File: src/design/fetch_pkg.sv
package fetch_pkg;

  localparam int xlen = 32;
  localparam int imem_depth = 256;
  localparam int imem_bits = $clog2(imem_depth);
  localparam int btb_entries = 16;
  localparam int btb_bits = $clog2(btb_entries);
  localparam int btb_tag_bits = xlen - btb_bits - 1;
  localparam int ras_depth = 4;
  localparam int ras_bits = $clog2(ras_depth);

  localparam logic [xlen-1:0] reset_pc = '0;
  localparam logic [xlen-1:0] nop_instr = 32'h0000_0013;  // addi x0, x0, 0.
  localparam logic [15:0] fill_half = 16'h0001;  // c.nop fills memory past the image.
  localparam logic [1:0] ctr_weak_nt = 2'b01;

  // reason the fetch pc changed, in priority order.
  typedef enum logic [2:0] {
    redir_trap,
    redir_mret,
    redir_repair,
    redir_pred_return,
    redir_pred_jump,
    redir_fence,
    redir_seq,
    redir_hold
  } redirect_e;

  typedef enum logic {
    csr_mtvec,
    csr_mepc
  } csr_sel_e;

  typedef struct packed {
    logic            trap;
    logic            mret;
    logic [xlen-1:0] mtvec;
    logic [xlen-1:0] mepc;
  } csr_out_t;

  typedef struct packed {
    logic [xlen-1:0] get_pc;
    logic            get_branch;
    logic            get_return;
    logic            get_uncond;
    logic [xlen-1:0] upd_pc;
    logic [xlen-1:0] upd_npc;
    logic [xlen-1:0] upd_addr;
    logic            upd_branch;
    logic            upd_return;
    logic            upd_uncond;
    logic            upd_jump;
    logic            stall;
    logic            clear;
  } bp_in_t;

  typedef struct packed {
    logic            pred_branch;
    logic            pred_jump;
    logic            pred_return;
    logic            pred_uncond;
    logic [xlen-1:0] pred_baddr;
    logic [xlen-1:0] pred_raddr;
  } bp_out_t;

  typedef struct packed {
    logic            valid;
    logic            fence;
    logic [xlen-1:0] addr;
  } mem_req_t;

  typedef struct packed {
    logic            ready;
    logic [xlen-1:0] rdata;
  } mem_rsp_t;

  // feedback from decode (d_), execute (e_), memory (m_) and writeback (w_).
  typedef struct packed {
    logic [xlen-1:0] d_pc;
    logic [xlen-1:0] d_npc;
    logic            d_branch;
    logic            d_return_pop;
    logic            d_jump_uncond;
    logic [xlen-1:0] e_pc;
    logic [xlen-1:0] e_npc;
    logic [xlen-1:0] e_address;
    logic            e_branch;
    logic            e_return_push;
    logic            e_jump_uncond;
    logic            e_jump;
    logic            m_fence;
    logic            w_clear;
    logic            d_stall;
    logic            e_stall;
    logic            m_stall;
    logic [xlen-1:0] f_pc;  // pc fetched after the instruction now in execute.
    logic            f_taken;
  } backend_t;

  typedef struct packed {
    logic [xlen-1:0] pc;
    logic [xlen-1:0] instr;
    logic            taken;
    redirect_e       src;
  } fetch_out_t;

endpackage

File: src/design/fetch_stage.sv
`timescale 1ns/10ps

module fetch_stage (
  input  logic                  clk,
  input  logic                  rst,
  input  fetch_pkg::csr_out_t   csr_out,
  input  fetch_pkg::bp_out_t    bp_out,
  output fetch_pkg::bp_in_t     bp_in,
  input  fetch_pkg::mem_rsp_t   mem_rsp,
  output fetch_pkg::mem_req_t   mem_req,
  input  fetch_pkg::backend_t   backend,
  output fetch_pkg::fetch_out_t y,
  output fetch_pkg::fetch_out_t q
);
  import fetch_pkg::*;

  typedef struct packed {
    logic [xlen-1:0] pc;
    logic [xlen-1:0] instr;
    logic            taken;
    logic            stall;
    redirect_e       src;
  } fetch_reg_t;

  fetch_reg_t r;
  fetch_reg_t sel;
  fetch_reg_t rin;
  logic       backpressure;
  logic       busy;
  logic       valid;

  always_comb begin
    backpressure = backend.d_stall | backend.e_stall | backend.m_stall | backend.w_clear;
    busy = r.stall | backpressure;  // last fetch missed or the pipe is held.

    bp_in.get_pc = backend.d_pc;
    bp_in.get_branch = backend.d_branch;
    bp_in.get_return = backend.d_return_pop;
    bp_in.get_uncond = backend.d_jump_uncond;
    bp_in.upd_pc = backend.e_pc;
    bp_in.upd_npc = backend.e_npc;
    bp_in.upd_addr = backend.e_address;
    bp_in.upd_branch = backend.e_branch;
    bp_in.upd_return = backend.e_return_push;
    bp_in.upd_uncond = backend.e_jump_uncond;
    bp_in.upd_jump = backend.e_jump;
    bp_in.stall = busy;
    bp_in.clear = backend.w_clear;
  end

  always_comb begin
    sel = r;
    sel.taken = 1'b0;
    mem_req.fence = 1'b0;
    valid = ~backpressure | backend.m_fence;

    if (csr_out.trap) begin
      sel.pc = csr_out.mtvec;
      sel.src = redir_trap;
      valid = 1'b1;
    end else if (csr_out.mret) begin
      sel.pc = csr_out.mepc;
      sel.src = redir_mret;
      valid = 1'b1;
    end else if (backend.e_jump && (!backend.f_taken || backend.e_address != backend.f_pc)) begin
      sel.pc = backend.e_address;  // missed jump or wrong target.
      sel.src = redir_repair;
      valid = 1'b1;
    end else if (!backend.e_jump && backend.f_taken) begin
      sel.pc = backend.d_npc;
      sel.src = redir_repair;
      valid = 1'b1;
    end else if (bp_out.pred_return) begin
      sel.pc = bp_out.pred_raddr;
      sel.taken = 1'b1;
      sel.src = redir_pred_return;
      valid = 1'b1;
    end else if (bp_out.pred_uncond || (bp_out.pred_branch && bp_out.pred_jump)) begin
      sel.pc = bp_out.pred_baddr;
      sel.taken = 1'b1;
      sel.src = redir_pred_jump;
      valid = 1'b1;
    end else if (backend.m_fence) begin
      sel.pc = backend.e_pc;
      mem_req.fence = 1'b1;
      sel.src = redir_fence;
    end else if (!busy) begin
      // a 32-bit encoding has both low bits set.
      sel.pc = r.pc + ((r.instr[1:0] == 2'b11) ? 32'd4 : 32'd2);
      sel.src = redir_seq;
    end else begin
      sel.src = redir_hold;
    end

    mem_req.valid = valid;
    mem_req.addr = sel.pc;
  end

  always_comb begin
    rin = sel;
    if (mem_rsp.ready) begin
      rin.instr = mem_rsp.rdata;
      rin.stall = 1'b0;
    end else begin
      rin.instr = nop_instr;
      rin.stall = 1'b1;  // hold the pc until the word arrives.
    end

    y.pc = rin.pc;
    y.instr = rin.instr;
    y.taken = rin.taken;
    y.src = rin.src;

    q.pc = r.pc;
    q.instr = r.instr;
    q.taken = r.taken;
    q.src = r.src;
  end

  always_ff @(posedge clk) begin
    if (!rst) begin
      r.pc <= reset_pc;
      r.instr <= nop_instr;
      r.taken <= 1'b0;
      r.stall <= 1'b1;  // first cycle loads the word at reset_pc.
      r.src <= redir_hold;
    end else begin
      r <= rin;
    end
  end

endmodule

File: config.mk
export PLATFORM = sky130hd
export DESIGN_NAME = fetch_stage
export DESIGN_NICKNAME = d
export VERILOG_FILES = /design/src/design/fetch_pkg.sv /design/src/design/fetch_stage.sv
export SDC_FILE = /design/constraint.sdc
export NUM_CORES = 1
export LEC_CHECK = 0
export ABC_AREA = 1
export BUFFER_PORTS_ARGS = -buffer_cell sky130_fd_sc_hd__buf_2
export CORE_AREA = 5 5 266 268
export DETAILED_ROUTE_END_ITERATION = 10
export DIE_AREA = 0 0 271 273
export SETUP_SLACK_MARGIN = 0.05
export SLEW_MARGIN = 20
export SYNTH_ARGS = -nofsm -noshare
export SYNTH_HDL_FRONTEND = slang
export SYNTH_SLANG_ARGS = --single-unit
File: constraint.sdc
create_clock -name clk -period 2.3 [get_ports clk]
set_clock_uncertainty 0.2 [all_clocks]
set_input_delay 0.115 -clock clk [delete_from_list [all_inputs] [get_ports clk]]
set_output_delay 0.115 -clock clk [all_outputs]
set_load 0.01 [all_outputs]
# Word-level counts from Yosys, hierarchy flattened
# Index checks and enable logic that the tools add are counted.
# classes
reduce_logical	7
n_bitwise	6
muxes	38
eq_ne	2
addsub	1
# ops
cell	count
$mux 32	9
$add 32x3->32	1
$ne 32x32->1	1
$mux 1	21
$mux 3	6
$or 1x1->1	5
$mux 2	2
$logic_and 1x1->1	3
$eq 2x2->1 const B	1
$logic_not 1->1	2
$logic_or 1x1->1	2
$not 1->1	1
# word_totals
elab_cells	59
ff_bits	69

# Longest topological paths before layout
# Gate-level depths: netlist (run 1).
# logic_depth
depth_word	12
ltp_mapped	19
depth_no_buf	18

# Worst setup path before layout (run 1)
# No wires, ideal clock.
# synth_timing
kind	reg2out
start	register r (netlist bit q[4])
end	output port mem_req[9] (netlist bit)
path_stages_with_launch	18
t_required_ps	1985
n_path_buf	1
arrival_time_ps	1973
slack_ps	12
cell_sequence	dfxtp_1 > nand2_1 > ha_1 > fa_1 > nand3_1 > inv_1 > nand2_1 > nor2_4 > xor2_1 > nand2_1 > nand2_1 > nand3_1 > nand3_1 > nand2_1 > nand2_1 > nand2_1 > inv_1 > buf_4
# synth_lines
element	line	text
start: declaration	fetch_stage.sv:25	fetch_reg_t r;
start signal: assignment	fetch_stage.sv:128	r <= rin;
end: declaration	fetch_stage.sv:10	output fetch_pkg::mem_req_t mem_req,

==> flow_summary.rst, run 1 <==
.. list-table::
   :header-rows: 1

   * - Metric
     - Value
   * - Sequential element share of the synthesized area
     - 0.161
   * - Number of cell instances on the worst register-to-register path
     - 22
   * - Average routed wire per standard cell
     - 22.6 um
   * - Post-synthesis net count
     - 1767
   * - Worst Hold Slack
     - 0.00448 ns
   * - Detailed-routing iteration count for the pre-antenna-repair pass
     - 5
   * - Transition time at the pin with the least slew margin
     - 0.843 ns
   * - Worst Hold Path Cells
     - 3
   * - Max-cap check violation count
     - 0
   * - Half-perimeter wire length after placement
     - 54.4 mm
   * - Violations in the final reports
     - negative setup slack
   * - Core area
     - 68100 um^2
   * - Total area of sequential cells
     - 1390 um^2
   * - Final hold vios
     - 0
   * - Number of synthesized register bits
     - 69
   * - Count of synthesis-stage warnings from yosys
     - 0
   * - Area delta synth->final
     - 76.4%
   * - H-tree Lvls
     - 3
   * - Highest clock frequency the design can meet
     - 0.322 GHz
   * - Area taken by multi-input logic gates
     - 5390 um^2
   * - Post-synth design cell area
     - 8570 um^2
   * - Die Area
     - 74000 um^2
   * - Most common library cell in the layout ignoring fill and taps
     - sky130_fd_sc_hd__buf_2
   * - Final weighted congestion of routability-driven global placement
     - 0.893
   * - Core Util, Final
     - 0.222
   * - Aggregate global routing overflow
     - 0
   * - Cells along the critical path
     - nand2_4, buf_6, ha_4, fa_2, nand3_4, inv_2, nand2_2, nor2_4, buf_6, xor2_1, nand2_1, nand2_1, nand3_2, nand3_2, nand2_4, nand2_2, nand2_2, inv_2, buf_6
   * - Number of enable-type register cells in the synthesized netlist
     - 0
   * - Setup repair after global routing missed its margin
     - yes
   * - Remaining number of nets flagged by the antenna check after routing
     - 0
   * - CTS buffer count
     - 9
   * - Finish-stage setup viols
     - 92
   * - Switching power as a share of total power
     - 0.399
   * - Vertical extent of the die
     - 273 um
   * - Fraction of synthesis flops using an asynchronous set or reset pin
     - 0
   * - Total number of placement rows
     - 96
   * - Classification of the worst setup path
     - flop to output port
   * - Final Slew Violations
     - 0
   * - Sequential cell fraction of total power
     - 0.237
   * - Period minus WS final
     - 3.11 ns
   * - Root Buffer
     - sky130_fd_sc_hd__clkbuf_16
   * - Number of antenna violations at the first check in global routing
     - 17
   * - CP Capture Type
     - output port
   * - Internal Dissipation
     - 3.42 mW
   * - Crit path launch type
     - flop
   * - Number of buffers on the longest clock path
     - 2
   * - Clock-pin slew of the registers on the worst-case setup and hold paths
     - 0.07 ns
   * - Setup Slack @ Placement
     - -0.883 ns
   * - Total Nets Final
     - 2299
   * - Count of input and output buffers
     - 540
   * - CP required
     - 1.99 ns
   * - Total detailed-routing wirelength
     - 63.4 mm
   * - Worst slew margin relative to its limit
     - 0.438
   * - Type of the worst min-delay path
     - input port to flop
   * - Layout Cell Area excl Fill
     - 15100 um^2
   * - DR iter-0 viols
     - 589
   * - Total vias in the final route
     - 10800
   * - Clock power share
     - 0.265
   * - Distinct cell type count of the synthesized netlist
     - 46
   * - Number of I/O pins
     - 681
   * - Most used DFF post-synth
     - sky130_fd_sc_hd__dfxtp_1
   * - Arrival time reported for the critical path endpoint
     - 2.80 ns
   * - Worst skew pair latency
     - 0.36 ns
   * - Psw
     - 2.27 mW
   * - Setup WS post-layout
     - -0.810 ns
   * - Proportion of layout cells with a drive suffix above 1
     - 0.605
   * - Static leakage
     - 7.89 nW
   * - Initial Util
     - 0.126
   * - Count of clock tree sinks
     - 69
   * - All-Layer GR Usage
     - 0.160
   * - Gate Count Post-Synth
     - 1390
   * - Status
     - finished with violations
   * - Die X
     - 271 um
   * - Delay of the slowest cell on the worst path
     - 0.38 ns
   * - CTS tree
     - done
   * - Layout filler cell count
     - 7624
   * - Top fanout value on the critical path
     - 4
   * - Portion of the clock cycle consumed by the worst path in the final layout
     - 1.35
   * - Total power divided by cell area
     - 377 nW/um^2
   * - Wire length of the first global-routing pass
     - 83.7 mm
   * - Final routed DRC violation total
     - 0
   * - Proportion of power drawn by combinational gates
     - 0.498
   * - Dpl cell area
     - 11700 um^2
   * - Slowest cell on crit path
     - sky130_fd_sc_hd__fa_2
   * - Detail-routed via count per cell
     - 3.84
   * - Largest net degree at the start of global routing
     - 37
   * - Commonest non-fill, non-tap cells in the layout
     - sky130_fd_sc_hd__buf_2 (460), sky130_fd_sc_hd__nand2_1 (221), sky130_fd_sc_hd__buf_4 (216), sky130_fd_sc_hd__inv_1 (141), sky130_fd_sc_hd__buf_6 (120)
   * - Per-instance average area after synthesis
     - 6.17 um^2
   * - Worst ir drop on vdd
     - 292 uV
   * - Number of global-route vias before repair
     - 10800
==> sequential cells by signal (all words and copies together), names as in the netlist <==
| signal | cells |
|---|---|
| r | 1 |
| q | 68 |
==> cells by family after synthesis <==
| kind of cell | count (synthesis) | synth area share |
|---|---|---|
| buffers and inverters | 534 | 0.381 |
| flip-flops | 69 | 0.161 |
| XOR/XNOR | 20 | 0.0204 |
| AND/OR/NAND/NOR | 599 | 0.314 |
| adder cells (fa/ha/maj) | 3 | 0.00525 |
| AO/OA/AOI/OAI | 165 | 0.119 |
==> per-layer routing <==
metal | global-route usage | routed length, um | vias up
met4 | 0.0485 | 2060 | 16
met2 | 0.273 | 30300 | 498
li1 | - | - | 5100
met3 | 0.0398 | 4060 | 103
met1 | 0.200 | 27000 | 5084
met5 | 0 | 90 | -
==> power groups by stage <==
stage               clock network, mW  registers [mW]  logic (mW)
detailed placement                  0            1.37        2.17
finish                           1.51            1.35        2.84
global route                     1.62            1.36        3.04
global placement                    0            1.37        2.18
floorplan                           0            1.34        1.27
CTS                              1.59            1.35        2.62
==> final timing paths <==
check              startpoint  slack, ns          to
setup / recovery         q[4]      -0.81  mem_req[9]
hold / removal    csr_out[60]      0.004       q[64]
setup reg to reg         q[4]      -0.71       q[45]
hold reg to reg         q[60]       0.82       q[60]
==> worst max-delay path: cells and delay by family, from the launching register on <==
family	cells	cell delay (ns)
fa+ha+maj	2	0.54
flops	1	0.35
xor+xnor	1	0.13
buf+inv	5	0.47
simple gates	11	0.96
==> Yosys cell counts, types with 4 or more instances <==
library cell / instances / share of area
sky130_fd_sc_hd__inv_2: 7 / 0.0031
sky130_fd_sc_hd__buf_2: 7 / 0.0041
sky130_fd_sc_hd__clkbuf_8: 4 / 0.0064
sky130_fd_sc_hd__a22oi_1: 26 / 0.023
sky130_fd_sc_hd__nor2_2: 13 / 0.0095
sky130_fd_sc_hd__a21oi_1: 49 / 0.029
sky130_fd_sc_hd__nor3_1: 4 / 0.0023
sky130_fd_sc_hd__buf_4: 312 / 0.27
sky130_fd_sc_hd__nand3b_1: 10 / 0.0088
sky130_fd_sc_hd__or2_2: 15 / 0.011
sky130_fd_sc_hd__nand4_1: 14 / 0.010
sky130_fd_sc_hd__nor2_1: 94 / 0.041
sky130_fd_sc_hd__nor2_8: 4 / 0.0093
sky130_fd_sc_hd__a221oi_1: 13 / 0.013
sky130_fd_sc_hd__o21ai_1: 7 / 0.0041
sky130_fd_sc_hd__o21ai_0: 41 / 0.024
sky130_fd_sc_hd__nand2_1: 347 / 0.15
sky130_fd_sc_hd__xor2_1: 5 / 0.0051
sky130_fd_sc_hd__clkbuf_1: 26 / 0.011
sky130_fd_sc_hd__a21boi_0: 13 / 0.011
sky130_fd_sc_hd__dfxtp_1: 69 / 0.16
sky130_fd_sc_hd__inv_1: 166 / 0.073
sky130_fd_sc_hd__a21oi_2: 4 / 0.0041
sky130_fd_sc_hd__xnor2_1: 15 / 0.015
sky130_fd_sc_hd__nand2_2: 11 / 0.0080
sky130_fd_sc_hd__buf_6: 4 / 0.0053
sky130_fd_sc_hd__nand3_1: 74 / 0.043
==> timing repair <==
action	4_1_cts	5_1_grt
hold endpoints to repair	59	0
cloned	0	0
resized for setup	319	227
hold buffers	67	0
pin swaps	82	150
endpoints found under the setup margin	100	100
buffers inserted	28	22
==> metrics by stage <==
stage | std cells | TNS (ns) | power [mW]
6_report | 2812 | -46.72 | 5.70
3_5_place_dp | 2685 | -48.54 | 3.54
5_1_grt | 2809 | -58.91 | 6.02
3_3_place_gp | 2685 | -55.92 | 3.55
2_1_floorplan | 1390 | 0 | 2.61
4_1_cts | 2790 | -48.21 | 5.56
==> area by class of cell <==
cell class	instances	share of cell area
multi-input combinational	787	0.357
clock buffer	9	0.0149
inverter	176	0.0450
clock inverter	7	0.00488
timing repair buffer	879	0.413
sequential	69	0.0921
tap	882	0.0730
antenna	3	0.000497
Note: power is estimated with default switching activity, not from simulation.
==> run 2, diff against run 1 <==
CELL_PAD_IN_SITES_DETAIL_PLACEMENT = 1   (was default)
CELL_PAD_IN_SITES_GLOBAL_PLACEMENT = 1   (was default)
CORE_AREA = 5 5 258 260   (was 5 5 266 268)
DIE_AREA = 0 0 263 265   (was 0 0 271 273)
PLACE_DENSITY_LB_ADDON = 0.1   (was default)
==> run 2 against run 1 <==
The flow still finishes with violations (negative setup slack). Non-clock buffer count shrank 5. Largest cell class unchanged. First-iteration DRC count fell by 57%. Combinational power shrank 3%. Die area shrank 5.8%. Global-route usage rose by 0.35 points. Count of clock-buffer cells in the layout up 4.
==> flow_summary.rst, run 2 (synthesized netlist as in run 1, its figures left out) <==
.. list-table::
   :header-rows: 1

   * - Metric
     - Value
   * - Switching power as a share of total power
     - 0.378 (-0.0207)
   * - Total buffers and inverters traversed by the critical path
     - 4 (-1)
   * - Worst ir drop on vdd
     - 277 uV (-5.2%)
   * - Final hold vios
     - 0 (unchanged)
   * - Final Slew Violations
     - 0 (unchanged)
   * - Most common library cell in the layout ignoring fill and taps
     - sky130_fd_sc_hd__buf_2
   * - Sum of negative setup slack
     - -39.87 ns (+6.86 ns)
   * - Status
     - finished with violations
   * - Area taken by multi-input logic gates
     - 5440 um^2 (+0.88%)
   * - Total Nets Final
     - 2294 (-0.22%)
   * - Root Buffer
     - sky130_fd_sc_hd__clkbuf_16
   * - Detail-routed via count per cell
     - 3.72 (-3.2%)
   * - CP top delay family
     - simple AND/OR/NAND/NOR gates
   * - Aggregate global routing overflow
     - 0 (unchanged)
   * - Static leakage
     - 7.88 nW (-0.22%)
   * - CTS buffer count
     - 9 (unchanged)
   * - Total number of placement rows
     - 93 (-3.1%)
   * - Total power divided by cell area
     - 370 nW/um^2 (-1.9%)
   * - Count of clock tree sinks
     - 69 (unchanged)
   * - Violations in the final reports
     - negative setup slack
   * - H-tree Lvls
     - 3 (unchanged)
   * - Proportion of layout cells with a drive suffix above 1
     - 0.610 (+0.00521)
   * - Largest net degree at the start of global routing
     - 45 (+22%)
   * - Clock-pin slew of the registers on the worst-case setup and hold paths
     - 0.06 ns (about the same)
   * - Classification of the worst setup path
     - flop to output port
   * - Number of I/O pins
     - 681 (unchanged)
   * - Vertical extent of the die
     - 265 um (-2.9%)
   * - Core Util, Final
     - 0.237 (+0.0147)
   * - Cells along the critical path
     - nand2_4, ha_4, fa_2, nand3_4, inv_2, nand2_2, nor2_4, buf_4, buf_6, nand3_2, xnor2_2, nand2_1, nand2_1, nand2_2, nand3_4, nand2_4, nand2_4, buf_6
   * - Sequential cell fraction of total power
     - 0.241 (+0.004)
   * - Number of antenna violations at the first check in global routing
     - 1 (-16)
   * - Area delta synth->final
     - 76.4% (about the same)
   * - Arrival time reported for the critical path endpoint
     - 2.65 ns (-0.15 ns)
   * - Type of the worst min-delay path
     - input port to flop
   * - Clock power share
     - 0.265 (about the same)
   * - CP Capture Type
     - output port
   * - Average routed wire per standard cell
     - 21.7 um (-4.0%)
   * - Internal Dissipation
     - 3.47 mW (+1.4%)
   * - Count of input and output buffers
     - 540 (unchanged)
   * - Crit path launch type
     - flop
   * - Die Area
     - 69700 um^2 (-5.8%)
   * - Total detailed-routing wirelength
     - 60.1 mm (-5.2%)
   * - Finish-stage setup viols
     - 91 (-1.1%)
   * - Remaining number of nets flagged by the antenna check after routing
     - 0 (unchanged)
   * - Period minus WS final
     - 2.96 ns (-0.148 ns)
   * - Final routed DRC violation total
     - 0 (unchanged)
   * - Top fanout value on the critical path
     - 4 (unchanged)
   * - Layout filler cell count
     - 7814 (+2.5%)
   * - Core area
     - 63900 um^2 (-6.2%)
   * - DR iter-0 viols
     - 253 (-57%)
   * - Total area of sequential cells
     - 1390 um^2 (-0.18%)
   * - All-Layer GR Usage
     - 0.164 (+0.00354)
   * - Most common cell on crit path
     - sky130_fd_sc_hd__nand2_4
   * - Worst skew pair latency
     - 0.35 ns (about the same)
   * - Inserted Diodes
     - 0 (-3)
   * - Slowest cell on crit path
     - sky130_fd_sc_hd__dfxtp_2
   * - Proportion of power drawn by combinational gates
     - 0.493 (-0.005)
   * - Largest register FFs
     - 68 (unchanged)
   * - Wire length of the first global-routing pass
     - 83.6 mm (-0.13%)
   * - Delay of the slowest cell on the worst path
     - 0.33 ns (-0.05 ns)
   * - Number of global-route vias before repair
     - 11500 (+6.3%)
   * - Setup Slack @ Placement
     - -0.954 ns (-0.0716 ns)
   * - Max-cap check violation count
     - 0 (unchanged)
   * - Setup repair after global routing missed its margin
     - yes
   * - Commonest non-fill, non-tap cells in the layout
     - sky130_fd_sc_hd__buf_2 (467), sky130_fd_sc_hd__nand2_1 (207), sky130_fd_sc_hd__buf_4 (205), sky130_fd_sc_hd__inv_1 (145), sky130_fd_sc_hd__buf_6 (118)
   * - CTS tree
     - done
   * - Setup WS post-layout
     - -0.662 ns (+0.148 ns)
   * - CP required
     - 1.99 ns (about the same)
   * - Highest clock frequency the design can meet
     - 0.338 GHz (+5.0%)
   * - Number of buffers on the longest clock path
     - 2 (unchanged)
   * - Transition time at the pin with the least slew margin
     - 0.837 ns (-0.00580 ns)
   * - Total vias in the final route
     - 10300 (-4.4%)
   * - Initial Util
     - 0.134 (+0.00832)
   * - Half-perimeter wire length after placement
     - 52.8 mm (-3.0%)
   * - Die X
     - 263 um (-3.0%)
   * - Psw
     - 2.11 mW (-7.0%)
   * - Worst Hold Slack
     - 0.0112 ns (+0.00675 ns)
   * - Detailed-routing iteration count for the pre-antenna-repair pass
     - 4 (-1)
   * - Final Power
     - 5.59 mW (-1.9%)
   * - Final weighted congestion of routability-driven global placement
     - 0.801 (-10%)
   * - Worst slew margin relative to its limit
     - 0.437 (-0.00114)
   * - Portion of the clock cycle consumed by the worst path in the final layout
     - 1.29 (-0.0642)
## run 2: changes by cell type in the layout (fill, tap and decap cells not counted), moves of 7 or more
cell,delta
sky130_fd_sc_hd__nand2_2,+20
sky130_fd_sc_hd__nor2_1,-7
sky130_fd_sc_hd__nand2_4,-8
sky130_fd_sc_hd__a21oi_1,+7
sky130_fd_sc_hd__nand2_1,-14
sky130_fd_sc_hd__buf_4,-11
sky130_fd_sc_hd__buf_2,+7
## run 2: final timing paths
check | startpoint | endpoint | slack (ns) | cells after the start
min reg2reg | q[63] | q[63] | 0.85 | 9
min | csr_out[47] | q[51] | 0.01 | 6
max | q[4] | mem_req[17] | -0.66 | 18
max reg2reg | q[4] | q[64] | -0.41 | 22
## run 2: layout make-up
type                       count  share of cell area
tap                          855              0.0708
timing repair buffer         874               0.412
sequential                    69              0.0919
clock inverter                 3             0.00290
multi-input combinational    787               0.360
inverter                     176              0.0452
clock buffer                  13              0.0172
## run 2: through the flow
stage	instances	cell area [um^2]
global route	2777	15100
CTS	2746	14300
detailed placement	2636	11500
finish	2777	15100
floorplan	1390	8580
global placement	2636	11500
## run 2: repair_timing
action	in CTS	in global routing
hold buffers	65	0
endpoints found under the hold margin	54	0
pin swaps	120	114
resized for setup	393	159
endpoints found under the setup margin	99	98
setup buffers	32	37
## run 2: layer usage
| metal | vias up | track usage | wire [um] |
|---|---|---|---|
| met5 | - | 0 | 13 |
| met4 | 2 | 0.0281 | 914 |
| met3 | 44 | 0.0351 | 2740 |
| met2 | 266 | 0.306 | 31800 |
| met1 | 4923 | 0.196 | 24700 |
| li1 | 5087 | - | - |
## run 2: worst register-to-register path: stages (launching register included)
cell	delay (ns)
sky130_fd_sc_hd__dfxtp_2	0.33
sky130_fd_sc_hd__nand2_4	0.09
sky130_fd_sc_hd__inv_4	0.05
sky130_fd_sc_hd__ha_4	0.26
sky130_fd_sc_hd__nand2_4	0.04
sky130_fd_sc_hd__a21boi_2	0.14
sky130_fd_sc_hd__buf_6	0.14
sky130_fd_sc_hd__nand2_8	0.07
sky130_fd_sc_hd__nor2_8	0.12
sky130_fd_sc_hd__buf_12	0.12
sky130_fd_sc_hd__nand2_4	0.04
sky130_fd_sc_hd__buf_6	0.11
sky130_fd_sc_hd__nor2_4	0.08
sky130_fd_sc_hd__nand2_1	0.05
sky130_fd_sc_hd__nand2_1	0.06
sky130_fd_sc_hd__nand2_1	0.06
sky130_fd_sc_hd__nand2_2	0.07
sky130_fd_sc_hd__nand2_2	0.06
sky130_fd_sc_hd__nand2_2	0.08
sky130_fd_sc_hd__nand2_4	0.09
sky130_fd_sc_hd__buf_4	0.15
sky130_fd_sc_hd__buf_6	0.10
sky130_fd_sc_hd__a21oi_2	0.12
## run 2: power groups by stage
stage / Sequential, mW / Combinational, mW / Clock (mW)
final: 1.35 / 2.76 / 1.48
after CTS: 1.35 / 2.66 / 1.58
after floorplan: 1.34 / 1.27 / 0
after detailed placement: 1.38 / 2.12 / 0
after global routing: 1.36 / 2.98 / 1.61
after global placement: 1.37 / 2.13 / 0
==> run 3, diff against run 2 <==
RECOVER_POWER = 100   (was default)
clock period = 2.45 ns   (was 2.3 ns; I/O delays follow)
==> run 3 against run 2 <==
The run ends with max-capacitance violations, max-slew violations, negative setup slack left. Global-route usage rose by 0.17 points. Power fell by 9.4%. Worst hold slack got worse by 0.0086 ns. Highest routed layer unchanged. Final cell count fell by 1.9%. Register-to-register slack improved by 0.08 ns. Sequential power fell by 7%. Setup slack improved by 0.16 ns. Count of clock-buffer cells in the layout fell by 2.
==> flow_summary.rst, run 3 (synthesized netlist as in run 1, its figures left out) <==
.. list-table::
   :header-rows: 1

   * - Metric
     - Value
   * - Total Nets Final
     - 2241 (-2.3%)
   * - Largest net degree at the start of global routing
     - 34 (-24%)
   * - Portion of the clock cycle consumed by the worst path in the final layout
     - 1.20
   * - Total number of placement rows
     - 93 (unchanged)
   * - Half-perimeter wire length after placement
     - 53.7 mm (+1.8%)
   * - Highest clock frequency the design can meet
     - 0.339 GHz
   * - Transition time at the pin with the least slew margin
     - 1.66 ns (+0.821 ns)
   * - Total detailed-routing wirelength
     - 61.3 mm (+2.0%)
   * - Crit path launch type
     - flop
   * - Total power divided by cell area
     - 362 nW/um^2 (-2.1%)
   * - Count of clock tree sinks
     - 69 (unchanged)
   * - Final routed DRC violation total
     - 0 (unchanged)
   * - Total vias in the final route
     - 10300 (-0.53%)
   * - Final hold vios
     - 0 (unchanged)
   * - Number of buffers on the longest clock path
     - 2 (unchanged)
   * - Violations in the final reports
     - max-capacitance violations, max-slew violations, negative setup slack
   * - Number of antenna violations at the first check in global routing
     - 4 (+3)
   * - Area delta synth->final
     - 63.2%
   * - CTS buffer count
     - 9 (unchanged)
   * - CTS tree
     - done
   * - CP Capture Type
     - output port
   * - DR iter-0 viols
     - 364 (+44%)
   * - Number of global-route vias before repair
     - 11400 (-0.98%)
   * - Detail-routed via count per cell
     - 3.77 (+1.4%)
   * - Most common library cell in the layout ignoring fill and taps
     - sky130_fd_sc_hd__buf_2
   * - Number of cell instances on the worst register-to-register path
     - 20 (-9.1%)
   * - Top fanout value on the critical path
     - 6 (+2)
   * - Vertical extent of the die
     - 265 um (unchanged)
   * - Arrival time reported for the critical path endpoint
     - 2.63 ns (-0.02 ns)
   * - All-Layer GR Usage
     - 0.166 (+0.00173)
   * - Status
     - finished with violations
   * - Worst ir drop on vdd
     - 288 uV (+4.3%)
   * - Period minus WS final
     - 2.95 ns
   * - Detailed-routing iteration count for the pre-antenna-repair pass
     - 5 (+1)
   * - Final Slew Violations
     - 34 (+34)
   * - Setup Slack @ Placement
     - -0.775 ns (+0.180 ns)
   * - Initial Util
     - 0.134 (unchanged)
   * - Aggregate global routing overflow
     - 0 (unchanged)
   * - Static leakage
     - 6.95 nW (-12%)
   * - Dpl cell area
     - 11300 um^2 (-2.2%)
   * - Average routed wire per standard cell
     - 22.5 um (+3.9%)
   * - Worst skew pair latency
     - 0.34 ns (about the same)
   * - Largest register FFs
     - 68 (unchanged)
   * - Worst Hold Path Cells
     - 6 (unchanged)
   * - Die X
     - 263 um (unchanged)
   * - Wire length on met3
     - 2.57 mm (-6.3%)
   * - Remaining number of nets flagged by the antenna check after routing
     - 0 (unchanged)
   * - Classification of the worst setup path
     - flop to output port
   * - Number of I/O pins
     - 681 (unchanged)
   * - Core area
     - 63900 um^2 (unchanged)
   * - Clock-pin slew of the registers on the worst-case setup and hold paths
     - 0.06 ns (about the same)
   * - Die Area
     - 69700 um^2 (unchanged)
   * - H-tree Lvls
     - 3 (unchanged)
   * - Final weighted congestion of routability-driven global placement
     - 0.825 (+3.0%)
   * - Count of input and output buffers
     - 540 (unchanged)
   * - Commonest non-fill, non-tap cells in the layout
     - sky130_fd_sc_hd__buf_2 (338), sky130_fd_sc_hd__nand2_1 (227), sky130_fd_sc_hd__buf_4 (169), sky130_fd_sc_hd__clkbuf_1 (153), sky130_fd_sc_hd__inv_1 (150)
   * - Wire length on met2
     - 31.6 mm (-0.46%)
   * - Uppermost signal routing layer after detailed routing
     - met5
   * - Wire length of the first global-routing pass
     - 84.5 mm (+1.1%)
   * - Layout filler cell count
     - 7931 (+1.5%)
   * - Finish-stage setup viols
     - 81 (-11%)
   * - Type of the worst min-delay path
     - input port to flop
   * - CP required
     - 2.13 ns (+0.14 ns)
   * - Final Power
     - 5.06 mW (-9.4%)
   * - Root Buffer
     - sky130_fd_sc_hd__clkbuf_16
   * - Setup WS post-layout
     - -0.498 ns (+0.164 ns)
   * - Max-cap check violation count
     - 1 (+1)
   * - Proportion of layout cells with a drive suffix above 1
     - 0.497 (-0.113)
   * - Met1 Wirelength
     - 26.2 mm (+6.0%)
   * - Worst slew margin relative to its limit
     - -0.105 (-0.542)
   * - Setup repair after global routing missed its margin
     - yes
   * - Layout Cell Area excl Fill
     - 14000 um^2 (-7.5%)
-- run 3: cell count changes in the layout (fill, tap and decap cells not counted), moves of 7 or more --
cell,change
sky130_fd_sc_hd__buf_12,-7
sky130_fd_sc_hd__buf_2,-129
sky130_fd_sc_hd__buf_4,-36
sky130_fd_sc_hd__buf_6,-38
sky130_fd_sc_hd__clkbuf_1,+151
sky130_fd_sc_hd__nand2_1,+20
sky130_fd_sc_hd__nand2_2,-12
sky130_fd_sc_hd__nand2_4,-7
sky130_fd_sc_hd__nand3_2,+7
sky130_fd_sc_hd__nand3_4,-8
-- run 3: metal layers --
layer,global-route usage,vias to the layer above
met5,0,-
met4,0.0267,4
met3,0.0312,49
met2,0.304,296
met1,0.205,4946
li1,-,4972
-- run 3: critical path, stage by stage (launching register included) --
cell                      delay [ns]
sky130_fd_sc_hd__dfxtp_2        0.35
sky130_fd_sc_hd__nand2_4        0.07
sky130_fd_sc_hd__ha_4           0.16
sky130_fd_sc_hd__fa_2           0.37
sky130_fd_sc_hd__nand3_4        0.10
sky130_fd_sc_hd__inv_2          0.04
sky130_fd_sc_hd__nand2_2        0.07
sky130_fd_sc_hd__nor2_4         0.04
sky130_fd_sc_hd__buf_6          0.14
sky130_fd_sc_hd__nand3_4        0.08
sky130_fd_sc_hd__nand2_2        0.07
sky130_fd_sc_hd__nand2_2        0.06
sky130_fd_sc_hd__nand2_2        0.07
sky130_fd_sc_hd__nand2_1        0.08
sky130_fd_sc_hd__nand2_1        0.06
sky130_fd_sc_hd__nand3_2        0.11
sky130_fd_sc_hd__nand2_2        0.09
sky130_fd_sc_hd__nand2_4        0.10
sky130_fd_sc_hd__nand2_4        0.06
sky130_fd_sc_hd__inv_4          0.06
sky130_fd_sc_hd__buf_6          0.10
-- run 3: power by group --
part | internal, mW | total, mW | switching (mW)
clock network | 0.844 | 1.39 | 0.549
registers | 1.19 | 1.26 | 0.0721
logic | 1.07 | 2.40 | 1.34
total | 3.10 | 5.06 | 1.96
-- run 3: stage by stage --
stage	TNS [ns]	std cells	util	hold slack, ns
after global placement	-31.32	2613	0.176	0.0451
after detailed placement	-34.03	2613	0.176	0.0451
after global routing	-41.05	2725	0.219	0.0250
after CTS	-34.26	2709	0.211	0.000296
after floorplan	0	1390	-	-0.00869
final	-27.12	2725	0.219	0.00267
-- run 3: timing repair --
item                       in CTS  in global routing
hold buffers                   64                  0
resized for setup             287                155
buffers inserted               18                 22
hold endpoints to repair       52                  0
cloned                          0                  1
pin swaps                      76                 93
setup endpoints to repair      95                 96
-- run 3: worst paths after layout --
path	start	to	slack, ns
min	csr_out[40]	q[44]	0.003
max	q[5]	mem_req[19]	-0.50
max reg2reg	q[5]	q[42]	-0.33
min reg2reg	q[61]	q[61]	0.85
-- run 3: area by class of cell --
| class | count | area (um^2) | share of cell area |
|---|---|---|---|
| Multi-Input combinational cell | 787 | 5180 | 0.370 |
| Antenna cell | 1 | 2.50 | 0.000179 |
| Sequential cell | 69 | 1390 | 0.0993 |
| Clock inverter | 5 | 58.8 | 0.00420 |
| Inverter | 176 | 677 | 0.0484 |
| Clock buffer | 11 | 253 | 0.0181 |
| Tap cell | 855 | 1070 | 0.0765 |
| Timing Repair Buffer | 821 | 5360 | 0.383 |
